[src/design/rv_core_settings.svh]
// build-time settings for the rv_core RISC-V core
// include before the package and in any module that reads these values

`ifndef RV_CORE_SETTINGS_SVH
`define RV_CORE_SETTINGS_SVH

// data and address width
`define RV_XLEN 32

// architectural register file
`define RV_NREGS 32
`define RV_REG_IDX_W 5

// arbiter tie-break, 1 lets the execute unit win
`define RV_EXEC_PRIORITY 1

`endif

[src/design/rv_core_pkg.sv]
// shared types of the rv_core design
// modules take it with a wildcard import in their header

`default_nettype none

`include "rv_core_settings.svh"

package rv_core_pkg;

  // ------------------------------
  // vector types
  // ------------------------------
  typedef logic [`RV_XLEN-1:0]      word_t;
  typedef logic [`RV_XLEN-1:0]      addr_t;
  typedef logic [31:0]              instr_t;
  typedef logic [`RV_REG_IDX_W-1:0] reg_idx_t;
  typedef logic [31:0]              count_t;

  // major opcodes of the supported subset
  typedef enum logic [6:0] {
    OPC_LOAD   = 7'b0000011,
    OPC_STORE  = 7'b0100011,
    OPC_OP_IMM = 7'b0010011,
    OPC_OP     = 7'b0110011,
    OPC_LUI    = 7'b0110111,
    OPC_SYSTEM = 7'b1110011
  } opcode_e;

  // ------------------------------
  // state machines
  // ------------------------------
  typedef enum logic [1:0] {EX_IDLE, EX_MEM_WAIT, EX_HALTED} exec_state_e;

  typedef enum logic [2:0] {
    ARB_IDLE, ARB_READ_ADDR, ARB_READ_DATA, ARB_WRITE, ARB_WRITE_RESP
  } arb_state_e;

endpackage

`default_nettype wire

[src/design/core_ifs.sv]
// internal buses of the core
// mem_bus_if links one requester to the arbiter, fetch_if hands
// fetched instructions from the fetch unit to the execute unit

`default_nettype none

interface mem_bus_if import rv_core_pkg::*; ();
  // request side
  logic  req_valid;
  logic  req_ready;
  logic  req_we;
  addr_t req_addr;
  word_t req_wdata;
  // one response pulse per request
  logic  rsp_valid;
  word_t rsp_rdata;

  modport requester (
    output req_valid, req_we, req_addr, req_wdata,
    input  req_ready, rsp_valid, rsp_rdata
  );

  modport arbiter (
    input  req_valid, req_we, req_addr, req_wdata,
    output req_ready, rsp_valid, rsp_rdata
  );
endinterface


`default_nettype wire

[src/design/axi_lite_arbiter.sv]
// shares one AXI4-Lite master port between fetch and execute
// serves one word transaction to completion, then answers the requester

`default_nettype none

`include "rv_core_settings.svh"

module axi_lite_arbiter import rv_core_pkg::*; (
  input  logic                    clk_i,
  input  logic                    rst_ni,
  mem_bus_if.arbiter              fetch_bus,
  mem_bus_if.arbiter              exec_bus,
  // read channels
  output addr_t                   axi_araddr_o,
  output logic                    axi_arvalid_o,
  input  logic                    axi_arready_i,
  input  word_t                   axi_rdata_i,
  input  logic                    axi_rvalid_i,
  output logic                    axi_rready_o,
  // write channels
  output addr_t                   axi_awaddr_o,
  output logic                    axi_awvalid_o,
  input  logic                    axi_awready_i,
  output word_t                   axi_wdata_o,
  output logic [`RV_XLEN/8-1:0]   axi_wstrb_o,
  output logic                    axi_wvalid_o,
  input  logic                    axi_wready_i,
  input  logic                    axi_bvalid_i,
  output logic                    axi_bready_o
);

  arb_state_e state_q;
  logic       grant_exec_q;
  logic       aw_done_q;
  logic       w_done_q;
  addr_t      addr_q;
  word_t      wdata_q;

  logic       exec_first;
  logic       pick_exec;
  logic       req_fire;
  logic       sel_we;
  addr_t      sel_addr;
  word_t      sel_wdata;
  logic       aw_ok;
  logic       w_ok;
  logic       done;

  // ------------------------------
  // grant
  // ------------------------------
  assign exec_first = (`RV_EXEC_PRIORITY != 0);
  assign pick_exec  = exec_bus.req_valid && (exec_first || !fetch_bus.req_valid);
  assign req_fire   = (state_q == ARB_IDLE) && (exec_bus.req_valid || fetch_bus.req_valid);

  assign exec_bus.req_ready  = (state_q == ARB_IDLE) && pick_exec;
  assign fetch_bus.req_ready = (state_q == ARB_IDLE) && !pick_exec;

  assign sel_we    = pick_exec ? exec_bus.req_we    : fetch_bus.req_we;
  assign sel_addr  = pick_exec ? exec_bus.req_addr  : fetch_bus.req_addr;
  assign sel_wdata = pick_exec ? exec_bus.req_wdata : fetch_bus.req_wdata;

  // ------------------------------
  // AXI4-Lite sequencing
  // ------------------------------
  assign axi_araddr_o  = addr_q;
  assign axi_arvalid_o = (state_q == ARB_READ_ADDR);
  assign axi_rready_o  = (state_q == ARB_READ_DATA);
  assign axi_awaddr_o  = addr_q;
  assign axi_awvalid_o = (state_q == ARB_WRITE) && !aw_done_q;
  assign axi_wdata_o   = wdata_q;
  assign axi_wstrb_o   = '1;
  assign axi_wvalid_o  = (state_q == ARB_WRITE) && !w_done_q;
  assign axi_bready_o  = (state_q == ARB_WRITE_RESP);

  // AW and W may complete in either order
  assign aw_ok = aw_done_q || (axi_awvalid_o && axi_awready_i);
  assign w_ok  = w_done_q || (axi_wvalid_o && axi_wready_i);

  always_ff @(posedge clk_i or negedge rst_ni) begin
    if (!rst_ni) begin
      state_q      <= ARB_IDLE;
      grant_exec_q <= 1'b0;
      aw_done_q    <= 1'b0;
      w_done_q     <= 1'b0;
    end else begin
      case (state_q)
        ARB_IDLE: begin
          if (req_fire) begin
            grant_exec_q <= pick_exec;
            state_q      <= sel_we ? ARB_WRITE : ARB_READ_ADDR;
          end
        end
        ARB_READ_ADDR: if (axi_arready_i) state_q <= ARB_READ_DATA;
        ARB_READ_DATA: if (axi_rvalid_i) state_q <= ARB_IDLE;
        ARB_WRITE: begin
          if (aw_ok && w_ok) begin
            state_q   <= ARB_WRITE_RESP;
            aw_done_q <= 1'b0;
            w_done_q  <= 1'b0;
          end else begin
            aw_done_q <= aw_ok;
            w_done_q  <= w_ok;
          end
        end
        ARB_WRITE_RESP: if (axi_bvalid_i) state_q <= ARB_IDLE;
        default: state_q <= ARB_IDLE;
      endcase
    end
  end

  always_ff @(posedge clk_i) begin
    if (req_fire) begin
      addr_q  <= sel_addr;
      wdata_q <= sel_wdata;
    end
  end

  // response straight from R or B, to the granted side only
  assign done = ((state_q == ARB_READ_DATA) && axi_rvalid_i) ||
                ((state_q == ARB_WRITE_RESP) && axi_bvalid_i);

  assign exec_bus.rsp_valid  = done && grant_exec_q;
  assign fetch_bus.rsp_valid = done && !grant_exec_q;
  assign exec_bus.rsp_rdata  = axi_rdata_i;
  assign fetch_bus.rsp_rdata = axi_rdata_i;

  // the granted side sends nothing new until its response
  a_one_outstanding: assert property (@(posedge clk_i) disable iff (!rst_ni)
    state_q != ARB_IDLE |-> !(grant_exec_q ? exec_bus.req_valid : fetch_bus.req_valid));

  // read data only while a read is open
  a_r_in_read: assert property (@(posedge clk_i) disable iff (!rst_ni)
    axi_rvalid_i |-> state_q == ARB_READ_DATA);

endmodule

`default_nettype wire

[src/flat_wrapper.sv]
// flat-port wrapper written by rule: the top's interface ports become plain ports
module axi_lite_arbiter_flat import rv_core_pkg::*;
  (clk_i, rst_ni, axi_araddr_o, axi_arvalid_o, axi_arready_i, axi_rdata_i, axi_rvalid_i, axi_rready_o, axi_awaddr_o, axi_awvalid_o, axi_awready_i, axi_wdata_o, axi_wstrb_o, axi_wvalid_o, axi_wready_i, axi_bvalid_i, axi_bready_o, fetch_bus_req_valid, fetch_bus_req_we, fetch_bus_req_addr, fetch_bus_req_wdata, fetch_bus_req_ready, fetch_bus_rsp_valid, fetch_bus_rsp_rdata, exec_bus_req_valid, exec_bus_req_we, exec_bus_req_addr, exec_bus_req_wdata, exec_bus_req_ready, exec_bus_rsp_valid, exec_bus_rsp_rdata);
  mem_bus_if fetch_bus_i ();
  mem_bus_if exec_bus_i ();
  input  logic clk_i;
  input  logic rst_ni;
  output addr_t axi_araddr_o;
  output logic axi_arvalid_o;
  input  logic axi_arready_i;
  input  word_t axi_rdata_i;
  input  logic axi_rvalid_i;
  output logic axi_rready_o;
  output addr_t axi_awaddr_o;
  output logic axi_awvalid_o;
  input  logic axi_awready_i;
  output word_t axi_wdata_o;
  output logic [`RV_XLEN/8-1:0] axi_wstrb_o;
  output logic axi_wvalid_o;
  input  logic axi_wready_i;
  input  logic axi_bvalid_i;
  output logic axi_bready_o;
  input wire logic [$bits(fetch_bus_i.req_valid)-1:0] fetch_bus_req_valid;
  input wire logic [$bits(fetch_bus_i.req_we)-1:0] fetch_bus_req_we;
  input wire logic [$bits(fetch_bus_i.req_addr)-1:0] fetch_bus_req_addr;
  input wire logic [$bits(fetch_bus_i.req_wdata)-1:0] fetch_bus_req_wdata;
  output wire logic [$bits(fetch_bus_i.req_ready)-1:0] fetch_bus_req_ready;
  output wire logic [$bits(fetch_bus_i.rsp_valid)-1:0] fetch_bus_rsp_valid;
  output wire logic [$bits(fetch_bus_i.rsp_rdata)-1:0] fetch_bus_rsp_rdata;
  input wire logic [$bits(exec_bus_i.req_valid)-1:0] exec_bus_req_valid;
  input wire logic [$bits(exec_bus_i.req_we)-1:0] exec_bus_req_we;
  input wire logic [$bits(exec_bus_i.req_addr)-1:0] exec_bus_req_addr;
  input wire logic [$bits(exec_bus_i.req_wdata)-1:0] exec_bus_req_wdata;
  output wire logic [$bits(exec_bus_i.req_ready)-1:0] exec_bus_req_ready;
  output wire logic [$bits(exec_bus_i.rsp_valid)-1:0] exec_bus_rsp_valid;
  output wire logic [$bits(exec_bus_i.rsp_rdata)-1:0] exec_bus_rsp_rdata;
  assign fetch_bus_i.req_valid = fetch_bus_req_valid;
  assign fetch_bus_i.req_we = fetch_bus_req_we;
  assign fetch_bus_i.req_addr = fetch_bus_req_addr;
  assign fetch_bus_i.req_wdata = fetch_bus_req_wdata;
  assign fetch_bus_req_ready = fetch_bus_i.req_ready;
  assign fetch_bus_rsp_valid = fetch_bus_i.rsp_valid;
  assign fetch_bus_rsp_rdata = fetch_bus_i.rsp_rdata;
  assign exec_bus_i.req_valid = exec_bus_req_valid;
  assign exec_bus_i.req_we = exec_bus_req_we;
  assign exec_bus_i.req_addr = exec_bus_req_addr;
  assign exec_bus_i.req_wdata = exec_bus_req_wdata;
  assign exec_bus_req_ready = exec_bus_i.req_ready;
  assign exec_bus_rsp_valid = exec_bus_i.rsp_valid;
  assign exec_bus_rsp_rdata = exec_bus_i.rsp_rdata;
  axi_lite_arbiter u_core (.clk_i(clk_i), .rst_ni(rst_ni), .fetch_bus(fetch_bus_i), .exec_bus(exec_bus_i), .axi_araddr_o(axi_araddr_o), .axi_arvalid_o(axi_arvalid_o), .axi_arready_i(axi_arready_i), .axi_rdata_i(axi_rdata_i), .axi_rvalid_i(axi_rvalid_i), .axi_rready_o(axi_rready_o), .axi_awaddr_o(axi_awaddr_o), .axi_awvalid_o(axi_awvalid_o), .axi_awready_i(axi_awready_i), .axi_wdata_o(axi_wdata_o), .axi_wstrb_o(axi_wstrb_o), .axi_wvalid_o(axi_wvalid_o), .axi_wready_i(axi_wready_i), .axi_bvalid_i(axi_bvalid_i), .axi_bready_o(axi_bready_o));
endmodule
[config.mk]
export PLATFORM = sky130hd
export DESIGN_NAME = axi_lite_arbiter_flat
export DESIGN_NICKNAME = d
export VERILOG_FILES = /design/src/design/rv_core_pkg.sv /design/src/design/core_ifs.sv /design/src/design/axi_lite_arbiter.sv /design/src/flat_wrapper.sv
export VERILOG_INCLUDE_DIRS = /design/src /design/src/design
export SDC_FILE = /design/constraint.sdc
export NUM_CORES = 1
export LEC_CHECK = 0
export CAP_MARGIN = 20
export CORE_AREA = 2 2 132 134
export CTS_CLUSTER_DIAMETER = 80
export DETAILED_ROUTE_END_ITERATION = 8
export DIE_AREA = 0 0 134 136
export DONT_BUFFER_PORTS = 1
export MAX_ROUTING_LAYER = met4
export SLEW_MARGIN = 20
export SYNTH_ARGS = -nofsm -noshare
export SYNTH_HDL_FRONTEND = slang
export SYNTH_SLANG_ARGS = --single-unit
[constraint.sdc]
create_clock -name clk_i -period 2.3 [get_ports clk_i]
set_input_delay 0.575 -clock clk_i [delete_from_list [all_inputs] [get_ports clk_i]]
set_output_delay 0.575 -clock clk_i [all_outputs]
set_load 0.005 [all_outputs]
==> reports/results.ini <==
[placed_design]
gp_congestion = 0.7853
place_area_um2 = 3361
io_buffers = 0
dpl.hpwl_mm = 6.021

[final_layout]
insertedDiodeCount = 0
area_growth_pct = -5.321
drive_gt1_share_pct = 42.42
design_area_um2 = 3651
fin_util_pct = 21.63
layout_common_cells = 64 x mux2_2, 64 x edfxtp_1, 11 x nor2_1
nNetsFinal = 364

[global_routing]
antenna_found_initial = 0
grt_pass1_wl_mm = 11.04
grt_pass1_vias = 1853
overflow = 0
gr-usage-all-layers_pct = 8.812
grt_max_degree = 70

[routing]
drtIter0Drc = 68
wl_per_cell_um = 19.06
via_count = 1756
drc = 0
first_pass_iters = 4
antenna_left = 0
viasPerCell = 4.151
wl_mm = 8.062

[die]
die_x_um = 134
initial_utilization_pct = 22.85
io_pins = 344
dieHeight_um = 136
rows = 48
core_area_um2 = 16880
die-area_um2 = 18220

[yosys]
synthAdderAreaFrac_pct = 0
netlist_area_um2 = 3856
synth_top_area_cell = edfxtp_1
synthSimpleGateAreaFrac_pct = 3.861
synth_mux_area_share_pct = 18.69
yosysTopAreaCellShare_pct = 49.84
syn_inst = 287
synth.avg_cell_area_um2 = 13.44
synth.lib_cells_used.distinct = 26
ys_seq_area_share_pct = 53.73
synth_top_family_by_area = buffers and inverters
synth-compound-area-share_pct = 1.882
ys_ff_latch = 70
ys_warn_count = 0
yosys-top-cells-area = edfxtp_1 50%, buf_4 19%, mux2_2 19%
synth-xor-area-share_pct = 0

[outcome]
status = complete, no violations

[clock_tree]
cts_root_buf = clkbuf_16
numCtsBuffers = 9
cts_tree = built
clk_latency_ns = 0.34
clkTransAtPathRegs_ns = 0.06
h-tree-depth = 3
cts.sinks = 70
cts_max_path_buffers = 2

[sta]
min_period_ns = 2.090
holdWs_ns = 0.4170
fmax_mhz = 478.4
setup_violations = 0
hold_viol = 0
rsz0062_at_grt = no
finClkSkew_ns = 0.007781
fin_crit_sh_pct = 90.89
slew_violations = 0
finalSetupTns_ns = 0

[worst_hold_path]
worstHoldStart = axi_awready_i
hold_path.class = in -> reg

[power]
p_per_area_nw_per_um2 = 1158
leakage_nw = 1.184
ir_drop_uv = 360.2

[setup_path]
cp_max_fo = 15
crit_required_ns = 1.73
crit_path_start_kind = register
endpoint_kind = primary output
startpoint = u_core.state_q[1]$_DFFE_PN0P_
rr_startpoint = u_core.state_q[1]$_DFFE_PN0P_
cp.arrival_ns = 1.52
path_class = reg -> out

[flow_run]
max_cap_viol_count = 0

-- synth_stat cells --
master     number
buf_4         100
edfxtp_1       64
mux2_2         64
nor2_1         11
buf_2           7
dfrtp_1         6
a21oi_1         5
buf_6           4
nand3b_1        4
and2_1          2
and3b_1         2
inv_1           2
nor3b_1         2
o21ai_0         2
a211o_1         1
a21o_1          1
a31oi_1         1
conb_1          1
nand2_1         1
nand2b_1        1
nand3_1         1
nor2b_1         1
nor3_1          1
nor4_1          1
o22ai_1         1
o2bb2ai_1       1
-- critical path, stage by stage (launching register included) --
cell and delay, ns:
dfrtp_1 0.52, nor3_1 0.42, and2_1 0.24
-- cells by family (layout without fill, tap and decap cells) --
group | after synthesis | after routing
mux | 64 | 64
buf+inv | 113 | 21
simple gates | 27 | 27
flops | 70 | 70
compound gates | 12 | 12
other cells | 1 | 4
-- state kept, by name, summed over array words and instances (netlist names) --
register and cells:
u_core.axi_araddr_o 32, u_core.w_done_q 1, u_core.grant_exec_q 1, u_core.state_q 3, u_core.aw_done_q 1, u_core.axi_wdata_o 32
-- final cells by class --
type / instances / area (um2)
inverters: 2 / 11.26
well taps: 225 / 281.5
clock buffers: 9 / 225.2
repair buffers: 3 / 37.54
multi-input cells: 107 / 968.4
fillers: 1774 / 13230
flip-flops and latches: 70 / 2072
clock inverters: 7 / 55.05
-- final timing paths --
| path | end | slack [ns] | cells after the start |
|---|---|---|---|
| setup / recovery | exec_bus_req_ready | 0.21 | 2 |
| setup reg to reg | u_core.axi_wdata_o[27]$_DFFE_PP_ | 0.40 | 4 |
| max in group asynchronous | u_core.aw_done_q$_DFFE_PN0N_ | 1.54 | 1 |
| min in group asynchronous | u_core.grant_exec_q$_DFFE_PN0P_ | 0.54 | 1 |
| hold reg to reg | u_core.grant_exec_q$_DFFE_PN0P_ | 0.54 | 1 |
| hold / removal | u_core.aw_done_q$_DFFE_PN0N_ | 0.42 | 2 |
-- timing repair --
item / in CTS / in global routing
hold endpoints to repair: 6 / 0
hold buffers: 1 / 0
setup buffers: 0 / 0
gates resized for setup: 0 / 0
-- per-layer routing --
metal  routed length (um)  up-vias  track usage [%]
met5                    0        -                -
met4                  337        0            7.092
met3                  775       35            2.871
met2                 4172      180            14.39
met1                 2777      820            8.643
li1                     -      721                -
-- stage by stage --
step / setup slack, ns / total power [mW] / instances
2_1_floorplan: 0.003684 / 2.995 / 290
3_3_place_gp: 0.4976 / 2.938 / 406
3_5_place_dp: 0.4169 / 2.976 / 406
4_1_cts: 0.1804 / 4.337 / 423
5_1_grt: 0.07547 / 4.479 / 423
6_report: 0.2095 / 4.229 / 423
-- power by group --
part	switching, mW	internal [mW]	total (mW)
logic	0.379	0.234	0.613
clock network	0.560	0.740	1.30
registers	0.383	1.93	2.32
total	1.32	2.91	4.23
(Power assumes the default switching activity.)
