## src/design/rv_core_settings.svh

```systemverilog
// build-time settings for the rv_core RISC-V core
// include before the package and in any module that reads these values

`ifndef RV_CORE_SETTINGS_SVH
`define RV_CORE_SETTINGS_SVH

// data and address width
`define RV_XLEN 32

// architectural register file
`define RV_NREGS 32
`define RV_REG_IDX_W 5

// arbiter tie-break, 1 lets the execute unit win
`define RV_EXEC_PRIORITY 1

`endif

```

## src/design/rv_core_pkg.sv

```systemverilog
// shared types of the rv_core design
// modules take it with a wildcard import in their header

`default_nettype none

`include "rv_core_settings.svh"

package rv_core_pkg;

  // ------------------------------
  // vector types
  // ------------------------------
  typedef logic [`RV_XLEN-1:0]      word_t;
  typedef logic [`RV_XLEN-1:0]      addr_t;
  typedef logic [31:0]              instr_t;
  typedef logic [`RV_REG_IDX_W-1:0] reg_idx_t;
  typedef logic [31:0]              count_t;

  // major opcodes of the supported subset
  typedef enum logic [6:0] {
    OPC_LOAD   = 7'b0000011,
    OPC_STORE  = 7'b0100011,
    OPC_OP_IMM = 7'b0010011,
    OPC_OP     = 7'b0110011,
    OPC_LUI    = 7'b0110111,
    OPC_SYSTEM = 7'b1110011
  } opcode_e;

  // ------------------------------
  // state machines
  // ------------------------------
  typedef enum logic [1:0] {EX_IDLE, EX_MEM_WAIT, EX_HALTED} exec_state_e;

  typedef enum logic [2:0] {
    ARB_IDLE, ARB_READ_ADDR, ARB_READ_DATA, ARB_WRITE, ARB_WRITE_RESP
  } arb_state_e;

endpackage

`default_nettype wire

```

## src/design/core_ifs.sv

```systemverilog
// internal buses of the core
// mem_bus_if links one requester to the arbiter, fetch_if hands
// fetched instructions from the fetch unit to the execute unit

`default_nettype none

interface mem_bus_if import rv_core_pkg::*; ();
  // request side
  logic  req_valid;
  logic  req_ready;
  logic  req_we;
  addr_t req_addr;
  word_t req_wdata;
  // one response pulse per request
  logic  rsp_valid;
  word_t rsp_rdata;

  modport requester (
    output req_valid, req_we, req_addr, req_wdata,
    input  req_ready, rsp_valid, rsp_rdata
  );

  modport arbiter (
    input  req_valid, req_we, req_addr, req_wdata,
    output req_ready, rsp_valid, rsp_rdata
  );
endinterface

interface fetch_if import rv_core_pkg::*; ();
  logic   instr_valid;
  logic   instr_ready;
  instr_t instr;
  addr_t  pc;
  // execute unit stopped, no more fetches
  logic   halt;

  modport fetcher  (output instr_valid, instr, pc, input instr_ready, halt);
  modport executor (input instr_valid, instr, pc, output instr_ready, halt);
endinterface

`default_nettype wire

```

## src/design/exec_unit.sv

```systemverilog
// decode, execute and retire, one instruction at a time
// loads and stores go out on the shared memory bus, ECALL stops the core

`default_nettype none

`include "rv_core_settings.svh"

module exec_unit import rv_core_pkg::*; (
  input  logic         clk_i,
  input  logic         rst_ni,
  fetch_if.executor    fetch,
  mem_bus_if.requester bus,
  output count_t       instret_o,
  output logic         halted_o
);

  exec_state_e state_q;
  instr_t      cur_q;
  addr_t       cur_pc_q;
  logic        cur_valid_q;
  count_t      instret_q;
  word_t       rf_q [1:`RV_NREGS-1];

  opcode_e     opc;
  logic [2:0]  funct3;
  logic [6:0]  funct7;
  reg_idx_t    rs1;
  reg_idx_t    rs2;
  reg_idx_t    rd;
  word_t       rs1_val;
  word_t       rs2_val;
  word_t       imm_i;
  word_t       imm_s;
  word_t       imm_u;
  word_t       alu_res;
  logic        alu_we;
  logic        is_load;
  logic        is_store;
  logic        is_mem;
  logic        is_ecall;
  logic        accept;
  logic        retire;
  logic        rf_we;
  word_t       rf_wdata;

  // ------------------------------
  // decode
  // ------------------------------
  assign opc    = opcode_e'(cur_q[6:0]);
  assign funct3 = cur_q[14:12];
  assign funct7 = cur_q[31:25];
  assign rs1    = cur_q[19:15];
  assign rs2    = cur_q[24:20];
  assign rd     = cur_q[11:7];

  assign imm_i = {{20{cur_q[31]}}, cur_q[31:20]};
  assign imm_s = {{20{cur_q[31]}}, cur_q[31:25], cur_q[11:7]};
  assign imm_u = {cur_q[31:12], 12'b0};

  // x0 reads as zero
  assign rs1_val = (rs1 == '0) ? '0 : rf_q[rs1];
  assign rs2_val = (rs2 == '0) ? '0 : rf_q[rs2];

  // only word accesses, other widths retire as no-ops
  assign is_load  = (opc == OPC_LOAD) && (funct3 == 3'b010);
  assign is_store = (opc == OPC_STORE) && (funct3 == 3'b010);
  assign is_mem   = is_load || is_store;
  assign is_ecall = (opc == OPC_SYSTEM) && (cur_q[31:7] == '0);

  always_comb begin
    alu_res = '0;
    alu_we  = 1'b0;
    case (opc)
      OPC_LUI: begin
        alu_res = imm_u;
        alu_we  = 1'b1;
      end
      OPC_OP_IMM: begin
        if (funct3 == 3'b000) begin
          alu_res = rs1_val + imm_i;
          alu_we  = 1'b1;
        end
      end
      OPC_OP: begin
        alu_we = 1'b1;
        case ({funct7, funct3})
          {7'h00, 3'b000}: alu_res = rs1_val + rs2_val;
          {7'h20, 3'b000}: alu_res = rs1_val - rs2_val;
          {7'h00, 3'b100}: alu_res = rs1_val ^ rs2_val;
          {7'h00, 3'b110}: alu_res = rs1_val | rs2_val;
          {7'h00, 3'b111}: alu_res = rs1_val & rs2_val;
          default:         alu_we  = 1'b0;
        endcase
      end
      default: ;
    endcase
  end

  // ------------------------------
  // handshakes and retirement
  // ------------------------------
  assign fetch.instr_ready = (state_q == EX_IDLE) && !(cur_valid_q && (is_mem || is_ecall));
  assign accept            = fetch.instr_valid && fetch.instr_ready;

  assign bus.req_valid = (state_q == EX_IDLE) && cur_valid_q && is_mem;
  assign bus.req_we    = is_store;
  assign bus.req_addr  = rs1_val + (is_store ? imm_s : imm_i);
  assign bus.req_wdata = rs2_val;

  assign retire = cur_valid_q && (((state_q == EX_IDLE) && !is_mem) ||
                                  ((state_q == EX_MEM_WAIT) && bus.rsp_valid));

  assign rf_we    = retire && (rd != '0) && (alu_we || is_load);
  assign rf_wdata = is_load ? bus.rsp_rdata : alu_res;

  always_ff @(posedge clk_i or negedge rst_ni) begin
    if (!rst_ni) begin
      state_q     <= EX_IDLE;
      cur_valid_q <= 1'b0;
      instret_q   <= '0;
    end else begin
      if (retire) begin
        instret_q <= instret_q + 32'd1;
      end
      case (state_q)
        EX_IDLE: begin
          if (cur_valid_q && is_ecall) begin
            state_q <= EX_HALTED;
          end else if (bus.req_valid && bus.req_ready) begin
            state_q <= EX_MEM_WAIT;
          end
        end
        EX_MEM_WAIT: begin
          if (bus.rsp_valid) begin
            state_q <= EX_IDLE;
          end
        end
        default: ;
      endcase
      if (accept) begin
        cur_valid_q <= 1'b1;
      end else if (retire) begin
        cur_valid_q <= 1'b0;
      end
    end
  end

  always_ff @(posedge clk_i) begin
    if (accept) begin
      cur_q    <= fetch.instr;
      cur_pc_q <= fetch.pc;
    end
    if (rf_we) begin
      rf_q[rd] <= rf_wdata;
    end
  end

  assign fetch.halt = (state_q == EX_HALTED);
  assign halted_o   = (state_q == EX_HALTED);
  assign instret_o  = instret_q;

  // responses only arrive for the open load or store, never once halted
  a_rsp_in_wait: assert property (@(posedge clk_i) disable iff (!rst_ni)
    bus.rsp_valid |-> state_q == EX_MEM_WAIT);

  // back-to-back instructions arrive in program order
  a_pc_order: assert property (@(posedge clk_i) disable iff (!rst_ni)
    accept && cur_valid_q |-> fetch.pc == cur_pc_q + 32'd4);

endmodule

`default_nettype wire

```

## src/flat_wrapper.sv

```systemverilog
// flat-port wrapper written by rule: the top's interface ports become plain ports
module exec_unit_flat import rv_core_pkg::*;
  (clk_i, rst_ni, instret_o, halted_o, fetch_instr_valid, fetch_instr, fetch_pc, fetch_instr_ready, fetch_halt, bus_req_valid, bus_req_we, bus_req_addr, bus_req_wdata, bus_req_ready, bus_rsp_valid, bus_rsp_rdata);
  fetch_if fetch_i ();
  mem_bus_if bus_i ();
  input  logic clk_i;
  input  logic rst_ni;
  output count_t instret_o;
  output logic halted_o;
  input wire logic [$bits(fetch_i.instr_valid)-1:0] fetch_instr_valid;
  input wire logic [$bits(fetch_i.instr)-1:0] fetch_instr;
  input wire logic [$bits(fetch_i.pc)-1:0] fetch_pc;
  output wire logic [$bits(fetch_i.instr_ready)-1:0] fetch_instr_ready;
  output wire logic [$bits(fetch_i.halt)-1:0] fetch_halt;
  output wire logic [$bits(bus_i.req_valid)-1:0] bus_req_valid;
  output wire logic [$bits(bus_i.req_we)-1:0] bus_req_we;
  output wire logic [$bits(bus_i.req_addr)-1:0] bus_req_addr;
  output wire logic [$bits(bus_i.req_wdata)-1:0] bus_req_wdata;
  input wire logic [$bits(bus_i.req_ready)-1:0] bus_req_ready;
  input wire logic [$bits(bus_i.rsp_valid)-1:0] bus_rsp_valid;
  input wire logic [$bits(bus_i.rsp_rdata)-1:0] bus_rsp_rdata;
  assign fetch_i.instr_valid = fetch_instr_valid;
  assign fetch_i.instr = fetch_instr;
  assign fetch_i.pc = fetch_pc;
  assign fetch_instr_ready = fetch_i.instr_ready;
  assign fetch_halt = fetch_i.halt;
  assign bus_req_valid = bus_i.req_valid;
  assign bus_req_we = bus_i.req_we;
  assign bus_req_addr = bus_i.req_addr;
  assign bus_req_wdata = bus_i.req_wdata;
  assign bus_i.req_ready = bus_req_ready;
  assign bus_i.rsp_valid = bus_rsp_valid;
  assign bus_i.rsp_rdata = bus_rsp_rdata;
  exec_unit u_core (.clk_i(clk_i), .rst_ni(rst_ni), .fetch(fetch_i), .bus(bus_i), .instret_o(instret_o), .halted_o(halted_o));
endmodule
```

## config.mk

```make
export PLATFORM = sky130hd
export DESIGN_NAME = exec_unit_flat
export DESIGN_NICKNAME = d
export VERILOG_FILES = /design/src/design/rv_core_pkg.sv /design/src/design/core_ifs.sv /design/src/design/exec_unit.sv /design/src/flat_wrapper.sv
export VERILOG_INCLUDE_DIRS = /design/src /design/src/design
export SDC_FILE = /design/constraint.sdc
export NUM_CORES = 2
export LEC_CHECK = 0
export BUFFER_PORTS_ARGS = -buffer_cell sky130_fd_sc_hd__clkbuf_2
export CAP_MARGIN = 20
export CORE_ASPECT_RATIO = 0.7
export CORE_MARGIN = 1.5
export CORE_UTILIZATION = 40
export DETAILED_ROUTE_END_ITERATION = 10
export GPL_TIMING_DRIVEN = 0
export REMOVE_ABC_BUFFERS = 1
export SLEW_MARGIN = 20
export SYNTH_ARGS = -nofsm -noshare
export SYNTH_HDL_FRONTEND = slang
export SYNTH_SLANG_ARGS = --single-unit
```

## constraint.sdc

```tcl
create_clock -name clk_i -period 12 [get_ports clk_i]
set_clock_uncertainty 0.15 [all_clocks]
set_input_delay 1.2 -clock clk_i [delete_from_list [all_inputs] [get_ports clk_i]]
set_output_delay 1.2 -clock clk_i [all_outputs]
set_load 0.01 [all_outputs]
```

==> metrics.md <==
| Metric | Value |
|---|---|
| PwrDens | 134 nW/um^2 |
| Routed len/inst | between 30 and 40 um |
| Gr usage total | 0.279 |
| Relative max-transition margin | 0.212 |
| Minimum hold slack | 0.332 ns |
| Post-route cell area | 65,800 sq um |
| Post-synthesis cell type count | 92 |
| Synth Warn # | 0 |
| GRT overflow | 0 |
| Final Max Slew Viols | 0 |
| Largest net degree at the start of global routing | 51 |
| Share of cells above drive strength 1 | 0.288 |
| Initial antenna violation count | 9 |
| Worst slew pin tran | between 1 and 1.5 ns |
| Vias | 37,300 |
| Hold-fix buffers, CTS | 0 |
| Vias per cell | 6.49 |
| Hold Path Class | reg -> reg |
| Min cycle time layout | 8.98 ns |
| Total power | roughly 0.0088 W |
| Worst-path maximum fanout | 27 |
| Hold Path End | u_core.instret_o[31] |
| Worst path most repeated cell | a21oi_1 |
| Mapped Area | 56,100 sq um |
| Leakage | 20.4 nW |
| Initial core utilization | 0.405 |
| MaxCap Viol Count | 0 |
| I/O Buffers | 169 |
| Total CTS buffers | 100 |
| CTS max path bufs | 3 |
| Antenna-violating nets left | 0 |
| Final net count | 4,035 |
| Die Width | 451 um |
| Max incr delay on CP | 0.71 ns |
| Final hold vios | 0 |
| Post-Route WL | roughly 200,000 um |
| CTS tree | done |
| Worst path slowest cell | dfxtp_4 |
| Placed cell area | 62,700 sq um |
| Sequential area share after synthesis | 0.567 |
| Ranking of synthesized cells by area | edfxtp_1, mux4_2, ha_1, a21oi_1, xnor2_1 |
| Worst skew pair latency | 0.75 ns |
| First-pass GRT wire length | 277,000 um |
| FF-to-FF path depth | 23 |
| CTS Sinks | around 1,100 |
| Final GP Congestion | 0.982 |
| HPWL after DPL | ~140,000 um |
| Area leader, netlist | edfxtp_1 |
| Core ar. | between 100,000 and 150,000 sq um |
| # Post-CTS Setup Buffers | 0 |
| Register bit count reported by yosys | 1,069 |
| Number of flops mapped to enable cells by yosys | 1,024 |
| RSZ-0062 raised after global routing | false |
| Syn avg cell area | ~16 sq um |
| Root Buffer | clkbuf_16 |
| Startpoint types | register |
| Asr flop ratio synth | 0.0327 |
| DRC Markers | 0 |
| Worst r2r dst | u_core.rf_q[27][30] |
| Primary FF master, synth | edfxtp_1 |
| CTS resizes | 0 |
| Rows | 114 |
| Worst EP arrival | 7.63 ns |
| Crit-path cells | buf_16 -> buf_16 -> buf_16 -> mux4_2 -> mux4_2 -> nand2_1 -> a21oi_1 -> ha_1 -> fa_1 -> a21o_1 -> a21oi_1 -> o21bai_1 -> a21oi_1 -> inv_1 -> a21o_1 -> a21oi_1 -> o21ai_0 -> a21oi_1 -> xnor2_1 -> clkbuf_2 |
| Final setup vio count | 0 |
| Filler cells | 11,700 |
| 1st-iter DRT viols | 5,930 |
| Status | finished, final reports clean |
| Top post-synthesis cells by count | edfxtp_1, mux4_2, nand2_1 |
| P&R area growth vs syn | 17.3% |
| Max rail drop VDD | 0.0000974 V |
| Critical Path RT | 10.65 ns |
| CTS clk-pin slew, worst paths | 0.06 ns |
| Worst setup path class | reg -> out |
| Crit share post-route | 0.748 |
| Setup crit end kind | output port |
| Reg2Reg Setup Slack | just under 4 ns |
| Count leader, synth | edfxtp_1 |
| Vias in the first global route | 35,600 |
| Synth Instances | 3,597 |
| # IOs | 202 |
| H-tree depth | 3 |
| Worst hold stages | 1 |
| Die Y-Extent | 316 um |
| Max Fclk | 0.111 GHz |
| Hold Path Origin | u_core.instret_o[31] |
| Synth top area share | 0.548 |
| Detailed Routing Iterations Pass 1 | 8 |
| Die area | 143,000 sq um |
[cell families (layout without fill, tap and decap cells)]
group | count (synthesis) | after routing | share of synthesized area
flip-flops | 1069 | 1069 | 0.567
AND/OR/NAND/NOR | 668 | 668 | 0.0559
AO/OA/AOI/OAI | 627 | 627 | 0.0731
multiplexers | 603 | 603 | 0.222
buffers and inverters | 352 | 639 | 0.0287
XOR/XNOR | 142 | 142 | 0.0222
adder cells (fa/ha/maj) | 136 | 136 | 0.0307
other | 0 | 7 | 0
[per-stage QoR]
| stage | instances | utilization | TNS, ns | setup WS, ns |
|---|---|---|---|---|
| 5_1_grt | 5741 | 0.474 | 0 | 2.65 |
| 3_3_place_gp | 5383 | 0.419 | - | -15.01 |
| 6_report | 5747 | 0.475 | 0 | 3.02 |
| 3_5_place_dp | 5551 | 0.452 | 0 | 3.84 |
| 4_1_cts | 5739 | 0.474 | 0 | 3.04 |
| 2_1_floorplan | 3358 | - | -3084.43 | -4.16 |
[layout by cell type (no fill, tap or decap), types with 12 or more instances in the layout]
master / count
o21bai_1: 20
dfrtp_1: 35
nor3_1: 25
inv_1: 103
buf_12: 32
nor2b_1: 21
a31oi_1: 35
a21o_1: 30
clkbuf_16: 100
buf_16: 106
nand2_1: 225
and3_1: 16
nand2b_1: 45
a21oi_1: 203
a211oi_1: 34
o22ai_1: 42
a222oi_1: 21
ha_1: 133
nor2_1: 157
xor2_1: 32
o221ai_4: 12
nor2_4: 33
o21ai_1: 12
clkbuf_1: 41
a22o_1: 12
a22oi_1: 28
xnor2_1: 110
buf_6: 13
a211o_1: 24
clkbuf_2: 169
nand4_1: 28
mux4_2: 513
nand3_1: 41
o21ai_0: 74
clkinv_1: 15
edfxtp_1: 1024
mux2i_1: 81
[critical path, delay by kind of cell, from the launching register on]
kind	cells	cell delay, ns
AOI/OAI and AO/OA	9	2.51
buffers and inverters	5	1.26
muxes	2	1.04
adders and majority gates	2	0.87
DFF	1	0.71
xor gates and xnor gates	1	0.29
and+or+nand+nor	1	0.08
[per-layer routing]
metal / up-vias / routed length, um / GRT usage
li1: 15000 / - / -
met3: 424 / 24200 / 0.0802
met1: 19400 / 78700 / 0.388
met4: 8 / 8980 / 0.109
met2: 2397 / 89300 / 0.414
met5: - / 46 / 0
[registers in the layout (all words and copies together), names as in the netlist, named ones only]
register / count
u_core.cur_q: 32
u_core.rf_q: 992
u_core.cur_valid_q: 1
u_core.instret_o: 32
u_core.state_q: 2
[power breakdown]
| group | switching (W) | internal (W) | total (W) | leakage, nW |
|---|---|---|---|---|
| Sequential | 0.0000686 | 0.00405 | 0.00412 | 8.68 |
| Combinational | 0.000985 | 0.000594 | 0.00158 | 10.2 |
| Clock | 0.00145 | 0.00167 | 0.00313 | 1.49 |
| Total | 0.00250 | 0.00632 | 0.00882 | 20.4 |
[layout make-up]
cell class | count | area (sq um) | area share
sequential | 1069 | 31900 | 0.484
multi-input combinational | 2176 | 23300 | 0.354
timing repair buffer | 338 | 4750 | 0.0721
clock buffer | 143 | 2680 | 0.0408
tap | 1856 | 2320 | 0.0353
inverter | 113 | 427 | 0.00648
clock inverter | 45 | 422 | 0.00641
antenna | 7 | 17.5 | 0.000266
[worst max-delay path by stage]
| stage | startpoint | endpoint | cells past startpoint |
|---|---|---|---|
| 6_report | register | bus_req_addr[20] | 20 |
| 5_1_grt | register | bus_req_addr[20] | 20 |
| 4_1_cts | register | bus_req_addr[20] | 20 |
| 3_5_place_dp | register | bus_req_addr[20] | 20 |
| 3_3_place_gp | register | u_core.rf_q[22][12] | 11 |
| 2_1_floorplan | register | u_core.rf_q[10][12] | 13 |
(Power assumes the default switching activity.)
